===== src/hw/core_pkg.sv =====
// Shared stream widths, FIFO sizing, heartbeat timing and FIFO state encoding
package core_pkg;

    // ----------------------------------------------------------------------
    // Stream format of the MAC receive and transmit ports
    // ----------------------------------------------------------------------

    // 64-bit data path for 10G/25G
    localparam int DATA_W = 64;
    localparam int KEEP_W = DATA_W / 8;
    localparam int ID_W = 8;

    // Two SFP+ cages
    localparam int CH_CNT = 2;

    // ----------------------------------------------------------------------
    // Frame FIFO sizing
    // ----------------------------------------------------------------------

    // 512 beats of buffer per port
    localparam int FIFO_ADDR_W = 9;

    // Jumbo limit, 9218 bytes in 8-byte beats
    localparam int MAX_FRAME_BEATS = 1153;

    // ----------------------------------------------------------------------
    // Heartbeat
    // ----------------------------------------------------------------------

    // Half period of 0.5 s at 125 MHz
    localparam int HB_COUNT = 62500000;

    // Write side of the frame FIFO
    typedef enum logic [1:0] {
        WR_IDLE,
        WR_FRAME,
        WR_DROP
    } fifo_wr_state_t;

endpackage


===== src/hw/heartbeat.sv =====
// Heartbeat divider that toggles a slow blink level from the 125 MHz clock
`timescale 1ns/1ps

module heartbeat #(
    parameter int HB_COUNT = core_pkg::HB_COUNT
) (
    input  logic clk_125mhz,
    input  logic rst_125mhz,
    output logic hb
);

    localparam int CNT_W = $clog2(HB_COUNT);

    logic [CNT_W-1:0] hb_cnt;

    // Down-counter, reload and toggle on zero
    always_ff @(posedge clk_125mhz) begin
        if (rst_125mhz) begin
            hb_cnt <= '0;
            hb <= 1'b0;
        end else begin
            if (hb_cnt == '0) begin
                hb_cnt <= CNT_W'(HB_COUNT);
                hb <= !hb;
            end else begin
                hb_cnt <= hb_cnt - 1'b1;
            end
        end
    end

endmodule


===== config.mk =====
export PLATFORM = sky130hd
export DESIGN_NAME = heartbeat
export DESIGN_NICKNAME = d
export VERILOG_FILES = /design/src/hw/core_pkg.sv /design/src/hw/heartbeat.sv
export SDC_FILE = /design/constraint.sdc
export NUM_CORES = 1
export LEC_CHECK = 0
export ABC_AREA = 1
export BUFFER_PORTS_ARGS = -buffer_cell sky130_fd_sc_hd__buf_2
export CORE_MARGIN = 1
export CORE_UTILIZATION = 25
export DETAILED_ROUTE_END_ITERATION = 8
export PLACE_DENSITY = 0.52
export SYNTH_ARGS = -nofsm -noshare
export SYNTH_HDL_FRONTEND = slang
export SYNTH_SLANG_ARGS = --single-unit
export TNS_END_PERCENT = 100

===== constraint.sdc =====
create_clock -name clk_125mhz -period 1.45 [get_ports clk_125mhz]
set_input_delay 0.0725 -clock clk_125mhz [delete_from_list [all_inputs] [get_ports clk_125mhz]]
set_output_delay 0.0725 -clock clk_125mhz [all_outputs]
set_load 0.01 [all_outputs]

==> results of run 1 <==
-- worst paths after layout --
path / start / endpoint / slack [ns]
max: hb_cnt[6]$_SDFF_PP0_ / hb_cnt[2]$_SDFF_PP0_ / 0.10
min: rst_125mhz / hb_cnt[15]$_SDFF_PP0_ / 0.06
max reg2reg: hb_cnt[6]$_SDFF_PP0_ / hb_cnt[2]$_SDFF_PP0_ / 0.10
min reg2reg: hb_cnt[15]$_SDFF_PP0_ / hb_cnt[15]$_SDFF_PP0_ / 0.50
-- logic make-up after synthesis --
logic type / synth area share [%]
AOI/OAI and AO/OA: 6.86
DFF: 35.3
adders and majority gates: 1.63
xor gates and xnor gates: 2.29
buffers and inverters: 7.92
and+or+nand+nor: 46.0
-- cell type report --
| type | count | area (sq um) | share of cell area (%) |
|---|---|---|---|
| Sequential cell | 27 | 552 | 30.0 |
| Tap cell | 75 | 93.8 | 5.11 |
| Timing Repair Buffer | 16 | 119 | 6.47 |
| Clock buffer | 4 | 45.0 | 2.45 |
| Inverter | 26 | 97.6 | 5.31 |
| Multi-Input combinational cell | 173 | 930 | 50.6 |
-- registers in the layout, summed over array words and instances, names as in the netlist --
register  count
hb_cnt       26
hb            1
-- per-layer routing --
layer  part of all wire, %  vias up  GRT usage, %  wire, microns
li1                      -      753             -              -
met1                    51      607          16.7           1870
met2                    45       20          19.5           1620
met3                   3.1        4          2.39            114
met4                  0.99        0          3.75             36
met5                     0        -             0              0
-- worst reg2reg max path, delay by kind of cell, from the launching register on --
| family | cells | cell delay (ns) |
|---|---|---|
| compound gates | 1 | 0.07 |
| flops | 1 | 0.34 |
| simple gates | 5 | 0.83 |
-- metrics by stage --
stage,area [sq um],cells,setup WS (ns)
detailed placement,1680,312,-0.00808
global route,1840,321,-0.0127
CTS,1730,316,0.0356
finish,1840,321,0.105
floorplan,1530,228,0.0998
global placement,1680,312,0.0322
-- synth_stat cells, types with 3 or more instances --
master	instances
a21oi_1	9
a21oi_2	5
dfxtp_1	27
inv_1	26
nand2_1	57
nand3_1	18
nand3b_1	3
nand4_1	6
nor2_1	43
nor2_2	14
nor2_4	3
xnor2_1	3
-- what timing repair did --
item,in CTS,in global routing
setup endpoints to repair,2,18
setup buffers,0,5
gates resized for setup,1,26
pin swaps,0,10
==> impl_metrics.ini, run 1 <==
[yosys]
yosysUniqueCellTypes = 23
syn_area_sq_um = 1530
synth-edff-count = 0
synth_top_flop_cell = dfxtp_1
ys_ff_latch = 27
yosys-top-cells-area = dfxtp_1 35%, nand2_1 14%, nor2_1 11%
synthCells = 228
syn_nets = 232
synth_top_area_share_pct = 35.3
yosysTopAreaCell = dfxtp_1
syn_area_per_cell_sq_um = 6.72
async_flop_share_pct = 0
ys_warn_count = 0
seq_area_frac_synth_pct = 35.3

[floorplan]
die_h_microns = 80.3
core.rowCount = 28
fp.dieW_microns = 80.3
dieArea_sq_um = 6440
ioPinCount = 3
initial_core_util_pct = 25.9
coreArea_sq_um = 5920

[critical_path]
crit_type = flip-flop to flip-flop
start_kind = flip-flop
path_delay_family = simple AND/OR/NAND/NOR gates
crit_slowest_cell = dfxtp_1
critPathBufInv = 0
max_stage_delay_ns = 0.34
crit_required_ns = 1.61
worstPathMaxFanout = 13
cp.arrival_ns = 1.51
cp.depth = 6
end_kind = flip-flop
crit_chain = nor2_1, nand2_1, nor2_4, nand4_4, nand2_4, a21oi_1
r2r_cells = 6

[global_route]
grt_pass1_wl_microns = 5930
track_usage_pct = 12.3
grt_max_degree = 15
globalRouteOverflowTotal = 0
grt_pass1_vias = 1271
antenna_found_initial = 0

[layout]
fill_cells = 639
fin_nets = 251
final_common_cell = nand2_1
diodes = 0
drive_gt1_share_pct = 25.6
fin_util_pct = 31.0
layout_common_cells = 53 x nand2_1, 37 x nor2_1, 25 x inv_1, 22 x dfxtp_1, 17 x nand3_1
area_growth_pct = 19.9

[detailed_routing]
drt-pass1-iter-count = 4
vias = 1384
route.detailed.drc = 0
wirelength_microns = 3640
first_iter_violations = 78
vias_per_cell = 4.31
ant_nets = 0
wl_per_cell_microns = 11.3

[placement]
detailedPlacementHpwl_microns = 2820
port_buffers = 2
place_congestion = 0.777

[run]
drv_cap = 0

[sta]
max_slew_margin_pct = 83.9
hold_violations = 0
tightestPinTransition_ns = 0.242
clock_skew_ns = 0.00636
whs_ns = 0.0603
final-setup-viol-count = 0
fin_crit_sh_pct = 92.8
period_needed_ns = 1.35
finalMaxSlewViolations = 0
fmax_ghz = 0.743
setup_tns_ns = 0

[worst_hold_path]
hold_class = primary input to flip-flop
hold_depth = 2

[clock_tree]
cts_hold_buffers = 0
numCtsBuffers = 3
cts_sinks = 27
clk_pin_slew_worst_paths_ns = 0.10
clockBufferDepth = 2
clk_latency_ns = 0.28
cts_tree = yes
root_buffer = clkbuf_8
cts.htree.levels = 1

[run_status]
run_status = complete, no violations
Power of run 1 is left out: the tool's default activity adds up to more than one toggle a clock period on the data nets, which glitch-free logic cannot reach.
==> inputs of run 2 (changes only) <==
--- a/config.mk
+++ b/config.mk
@@ -8,9 +8,9 @@
 export ABC_AREA = 1
 export BUFFER_PORTS_ARGS = -buffer_cell sky130_fd_sc_hd__buf_2
 export CORE_MARGIN = 1
-export CORE_UTILIZATION = 25
+export CORE_UTILIZATION = 50
 export DETAILED_ROUTE_END_ITERATION = 8
-export PLACE_DENSITY = 0.52
+export PLACE_DENSITY = 0.8
 export SYNTH_ARGS = -nofsm -noshare
 export SYNTH_HDL_FRONTEND = slang
 export SYNTH_SLANG_ARGS = --single-unit
==> run 2 against run 1 <==
  * The run now ends with DRC left
  * Fmax decreased by 4.4%
  * Final area down 0.34%
  * Sequential share of layout area decreased by 0.31 points
  * Clock skew shrank 0.0027 ns
  * Sequential cell count unchanged
  * Count of clock-buffer cells in the layout stayed put
  * Die area shrank 49%
  * Wire length grew 4.1%
  * Global-route usage grew 9.8 points
  * Critical path type unchanged
  * Critical endpoint is now hb_cnt[17]$_SDFF_PP0_
==> impl_metrics.ini, run 2 (synthesized netlist as in run 1, its figures left out) <==
[run_status]
run_status = finished, violations left
violations = DRC

[detailed_routing]
first_iter_violations = 78
vias_per_cell = 5.31
ant_nets = 0
wl_per_cell_microns = 13.6
route.detailed.drc = 3
drt-pass1-iter-count = 6
wirelength_microns = 3790
vias = 1476

[critical_path]
end_kind = flip-flop
worstPathMaxFanout = 6
crit_slowest_cell = dfxtp_1
crit_type = flip-flop to flip-flop
path_delay_family = simple AND/OR/NAND/NOR gates
critPathBufInv = 1
start_kind = flip-flop
cp.arrival_ns = 1.64
crit_chain = nor2_2, nand2_1, nor2_4, buf_4, nand4_4, nand2_4, a21oi_2
crit_required_ns = 1.68
max_stage_delay_ns = 0.40

[sta]
period_needed_ns = 1.41
clock_skew_ns = 0.00365
rsz0062_at_grt = true
final-setup-viol-count = 0
tightestPinTransition_ns = 0.503
finalMaxSlewViolations = 0
setup_slack_ns = 0.0427
setup_tns_ns = 0
hold_violations = 0
max_slew_margin_pct = 66.5
fin_crit_sh_pct = 97.1
fmax_ghz = 0.711

[global_route]
grt.met3_usage_pct = 4.76
grt_pass1_wl_microns = 5490
track_usage_pct = 22.1
met2_usage_pct = 34.2
busiest_layer = met2
grt_max_degree = 15
grtUsageMet1_pct = 30.2
globalRouteOverflowTotal = 0
grt_pass1_vias = 1234
antenna_found_initial = 0

[clock_tree]
cts_sinks = 27
cts.htree.levels = 1
clk_pin_slew_worst_paths_ns = 0.14
clk_latency_ns = 0.33
cts_tree = yes
numCtsBuffers = 3
cts_hold_buffers = 0
root_buffer = clkbuf_4
clockBufferDepth = 2

[placement]
post-place-ws_ns = -0.00456
port_buffers = 2
detailedPlacementHpwl_microns = 2500
place_congestion = 0.887

[floorplan]
die_h_microns = 57.3
coreArea_sq_um = 2830
fp.dieW_microns = 57.3
dieArea_sq_um = 3290
ioPinCount = 3
core.rowCount = 19
initial_core_util_pct = 54.1

[layout]
largest-register = hb_cnt
multi_input_area_sq_um = 1000
ff_latch_area_sq_um = 544
largest_register_ffs = 26
layout_common_cells = 51 x nand2_1, 30 x nor2_1, 24 x inv_1, 24 x dfxtp_1, 21 x nor2_2
final_common_cell = nand2_1
fin_nets = 252
area_growth_pct = 19.5
diodes = 0
fin_util_pct = 64.7
fill_cells = 237
top_regs = hb_cnt x26, hb x1
drive_gt1_share_pct = 30.0

[run]
drv_cap = 0

[worst_hold_path]
hold_class = primary input to flip-flop
[run 2: cell count changes in the layout (fill, tap and decap cells not counted), sizes merged]
cell	change
nand4	+1
nand2	+1
buf	-1
[run 2: worst register-to-register path, cell delays in order (launching register included)]
cell	delay (ns)
dfxtp_1	0.40
nor2_2	0.13
nand2_1	0.11
nor2_4	0.15
buf_4	0.14
nand4_4	0.15
nand2_4	0.18
a21oi_2	0.05
[run 2: cell type report]
type / instances / share of cell area, %
inverter: 26 / 5.33
tap: 31 / 2.12
timing repair buffer: 15 / 6.56
multi-input combinational: 175 / 54.8
sequential: 27 / 29.7
clock buffer: 4 / 1.44
[run 2: repair_timing]
action	4_1_cts	5_1_grt
pin swaps	0	9
gates cloned	0	2
setup endpoints to repair	9	25
setup buffers	0	6
resized for setup	2	34
hold endpoints to repair	0	0
[run 2: worst paths after layout]
check	start	to	slack (ns)	cells after the start
min	rst_125mhz	hb_cnt[16]$_SDFF_PP0_	0.02	2
max reg2reg	hb_cnt[17]$_SDFF_PP0_	hb_cnt[17]$_SDFF_PP0_	0.04	7
min reg2reg	hb_cnt[0]$_SDFF_PP0_	hb_cnt[0]$_SDFF_PP0_	0.50	2
max	hb_cnt[17]$_SDFF_PP0_	hb_cnt[17]$_SDFF_PP0_	0.04	7
[run 2: per-stage QoR]
stage	instances	instance area [sq um]	hold slack, ns
floorplan	228	1530	0.364
global placement	266	1610	0.362
detailed placement	266	1610	0.364
CTS	270	1650	0.00262
global route	278	1830	0.00230
finish	278	1830	0.0167
[run 2: layer usage]
metal	up-vias	part of all wire (%)
met5	-	0
met4	0	1.5
met3	7	5.4
met2	35	49
met1	668	44
li1	766	-
Power of run 2 is left out for the same reason.
==> inputs of run 3 (changes only) <==
--- a/config.mk
+++ b/config.mk
@@ -7,10 +7,13 @@
 export LEC_CHECK = 0
 export ABC_AREA = 1
 export BUFFER_PORTS_ARGS = -buffer_cell sky130_fd_sc_hd__buf_2
+export CELL_PAD_IN_SITES_DETAIL_PLACEMENT = 2
+export CELL_PAD_IN_SITES_GLOBAL_PLACEMENT = 2
 export CORE_MARGIN = 1
-export CORE_UTILIZATION = 50
+export CORE_UTILIZATION = 31
 export DETAILED_ROUTE_END_ITERATION = 8
-export PLACE_DENSITY = 0.8
+export HOLD_SLACK_MARGIN = 0.03
+export PLACE_DENSITY = 0.85
 export SYNTH_ARGS = -nofsm -noshare
 export SYNTH_HDL_FRONTEND = slang
 export SYNTH_SLANG_ARGS = --single-unit
==> run 3 against run 2 <==
  * Critical path depth stayed put
  * The flow finishes with violations (setup timing)
  * Worst hold slack better by 0.042 ns
  * Cell count is 14% higher
  * Wire length is 49% higher
==> impl_metrics.ini, run 3 (synthesized netlist as in run 1, its figures left out) <==
[run_status]
run_status = finished, violations left
violations = setup timing

[placement]
port_buffers = 2
post-place-ws_ns = -0.0657
placed_cells = 310
place_congestion = 0.839
detailedPlacementHpwl_microns = 3990

[clock_tree]
clk_latency_ns = 0.29
root_buffer = clkbuf_8
numCtsBuffers = 3
cts.htree.levels = 1
clockBufferDepth = 2
cts_tree = yes
cts_sinks = 27
clk_pin_slew_worst_paths_ns = 0.10

[critical_path]
start_kind = flip-flop
max_stage_delay_ns = 0.36
crit_slowest_cell = dfxtp_2
r2r_cells = 7
path_delay_family = simple AND/OR/NAND/NOR gates
crit_type = flip-flop to flip-flop
crit_required_ns = 1.62
critPathBufInv = 1
worstPathMaxFanout = 3
cp.depth = 7
end_kind = flip-flop
crit_chain = nor2_4, buf_4, nand2_1, nor2_1, nand3_1, nand2_1, a21oi_1
cp.arrival_ns = 1.66
crit_path_frequent_cell = nand2_1

[detailed_routing]
vias_per_cell = 4.89
vias = 1549
route.detailed.drc = 0
ant_nets = 0
drt-pass1-iter-count = 4
wirelength_microns = 5650
first_iter_violations = 67
wl_per_cell_microns = 17.8

[sta]
fmax_ghz = 0.673
fin_crit_sh_pct = 103
period_needed_ns = 1.49
setup_tns_ns = -0.0366
finalMaxSlewViolations = 0
hold_violations = 0
clock_skew_ns = 0.00413
setup_slack_ns = -0.0366
tightestPinTransition_ns = 0.372
max_slew_margin_pct = 75.1
final-setup-viol-count = 1

[layout]
final_common_cell = nand2_1
fill_cells = 553
layout_common_cells = 48 x nand2_1, 29 x nor2_1, 21 x inv_1, 19 x nor2_2
drive_gt1_share_pct = 37.6
final_cells = 317
area_growth_pct = 27.3
largest-register = hb_cnt
largest_register_ffs = 26
top_regs = hb_cnt x26, hb x1
fin_nets = 255
diodes = 0

[floorplan]
core.rowCount = 25
die_h_microns = 72.3
initial_core_util_pct = 32.4
fp.dieW_microns = 72.3
coreArea_sq_um = 4720
ioPinCount = 3
dieArea_sq_um = 5230

[global_route]
track_usage_pct = 21.2
grt_pass1_vias = 1710
grt_pass1_wl_microns = 8450
globalRouteOverflowTotal = 0
grt_max_degree = 16
antenna_found_initial = 0

[run]
drv_cap = 0

[worst_hold_path]
hold_depth = 2
hold_class = primary input to flip-flop
run 3: layout make-up:
cell class,count,area (sq um),share of cell area [%]
Timing Repair Buffer,20,153,7.83
Clock inverter,1,5.00,0.257
Sequential cell,27,554,28.4
Multi-Input combinational cell,173,1010,51.9
Tap cell,67,83.8,4.30
Inverter,26,100,5.13
Clock buffer,3,41.3,2.12
run 3: worst reg2reg max path, cell delays in order (launching register included):
cell	delay [ns]
dfxtp_2	0.36
nor2_4	0.13
buf_4	0.13
nand2_1	0.08
nor2_1	0.33
nand3_1	0.15
nand2_1	0.11
a21oi_1	0.08
run 3: through the flow:
stage | instance area [sq um] | hold WS, ns | util, %
4_1_cts | 1800 | 0.0643 | 38.0
5_1_grt | 1950 | 0.0612 | 41.3
3_3_place_gp | 1710 | 0.362 | 36.3
3_5_place_dp | 1710 | 0.366 | 36.3
2_1_floorplan | 1530 | 0.364 | -
6_report | 1950 | 0.0584 | 41.3
run 3: repair_timing:
item / in CTS / in global routing
endpoints found under the setup margin: 18 / 26
cloned: 0 / 0
hold buffers: 0 / 0
pin swaps: 1 / 16
setup buffers: 0 / 3
gates resized for setup: 12 / 47
run 3: per-layer routing:
layer  up-vias  track usage, %  part of all wire [%]
li1        760               -                     -
met1       759            24.9                    45
met2        18            38.8                    51
met3        12            4.17                   1.7
met4         0            6.32                   2.3
met5         -               0                     0
run 3: path summary, 6_finish.rpt:
path	to	slack [ns]	from
setup / recovery	hb_cnt[22]$_SDFF_PP0_	-0.04	hb_cnt[9]$_SDFF_PP0_
hold / removal	hb_cnt[11]$_SDFF_PP0_	0.06	rst_125mhz
setup reg to reg	hb_cnt[22]$_SDFF_PP0_	-0.04	hb_cnt[9]$_SDFF_PP0_
hold reg to reg	hb_cnt[3]$_SDFF_PP0_	0.50	hb_cnt[3]$_SDFF_PP0_
Power of run 3 is left out for the same reason.
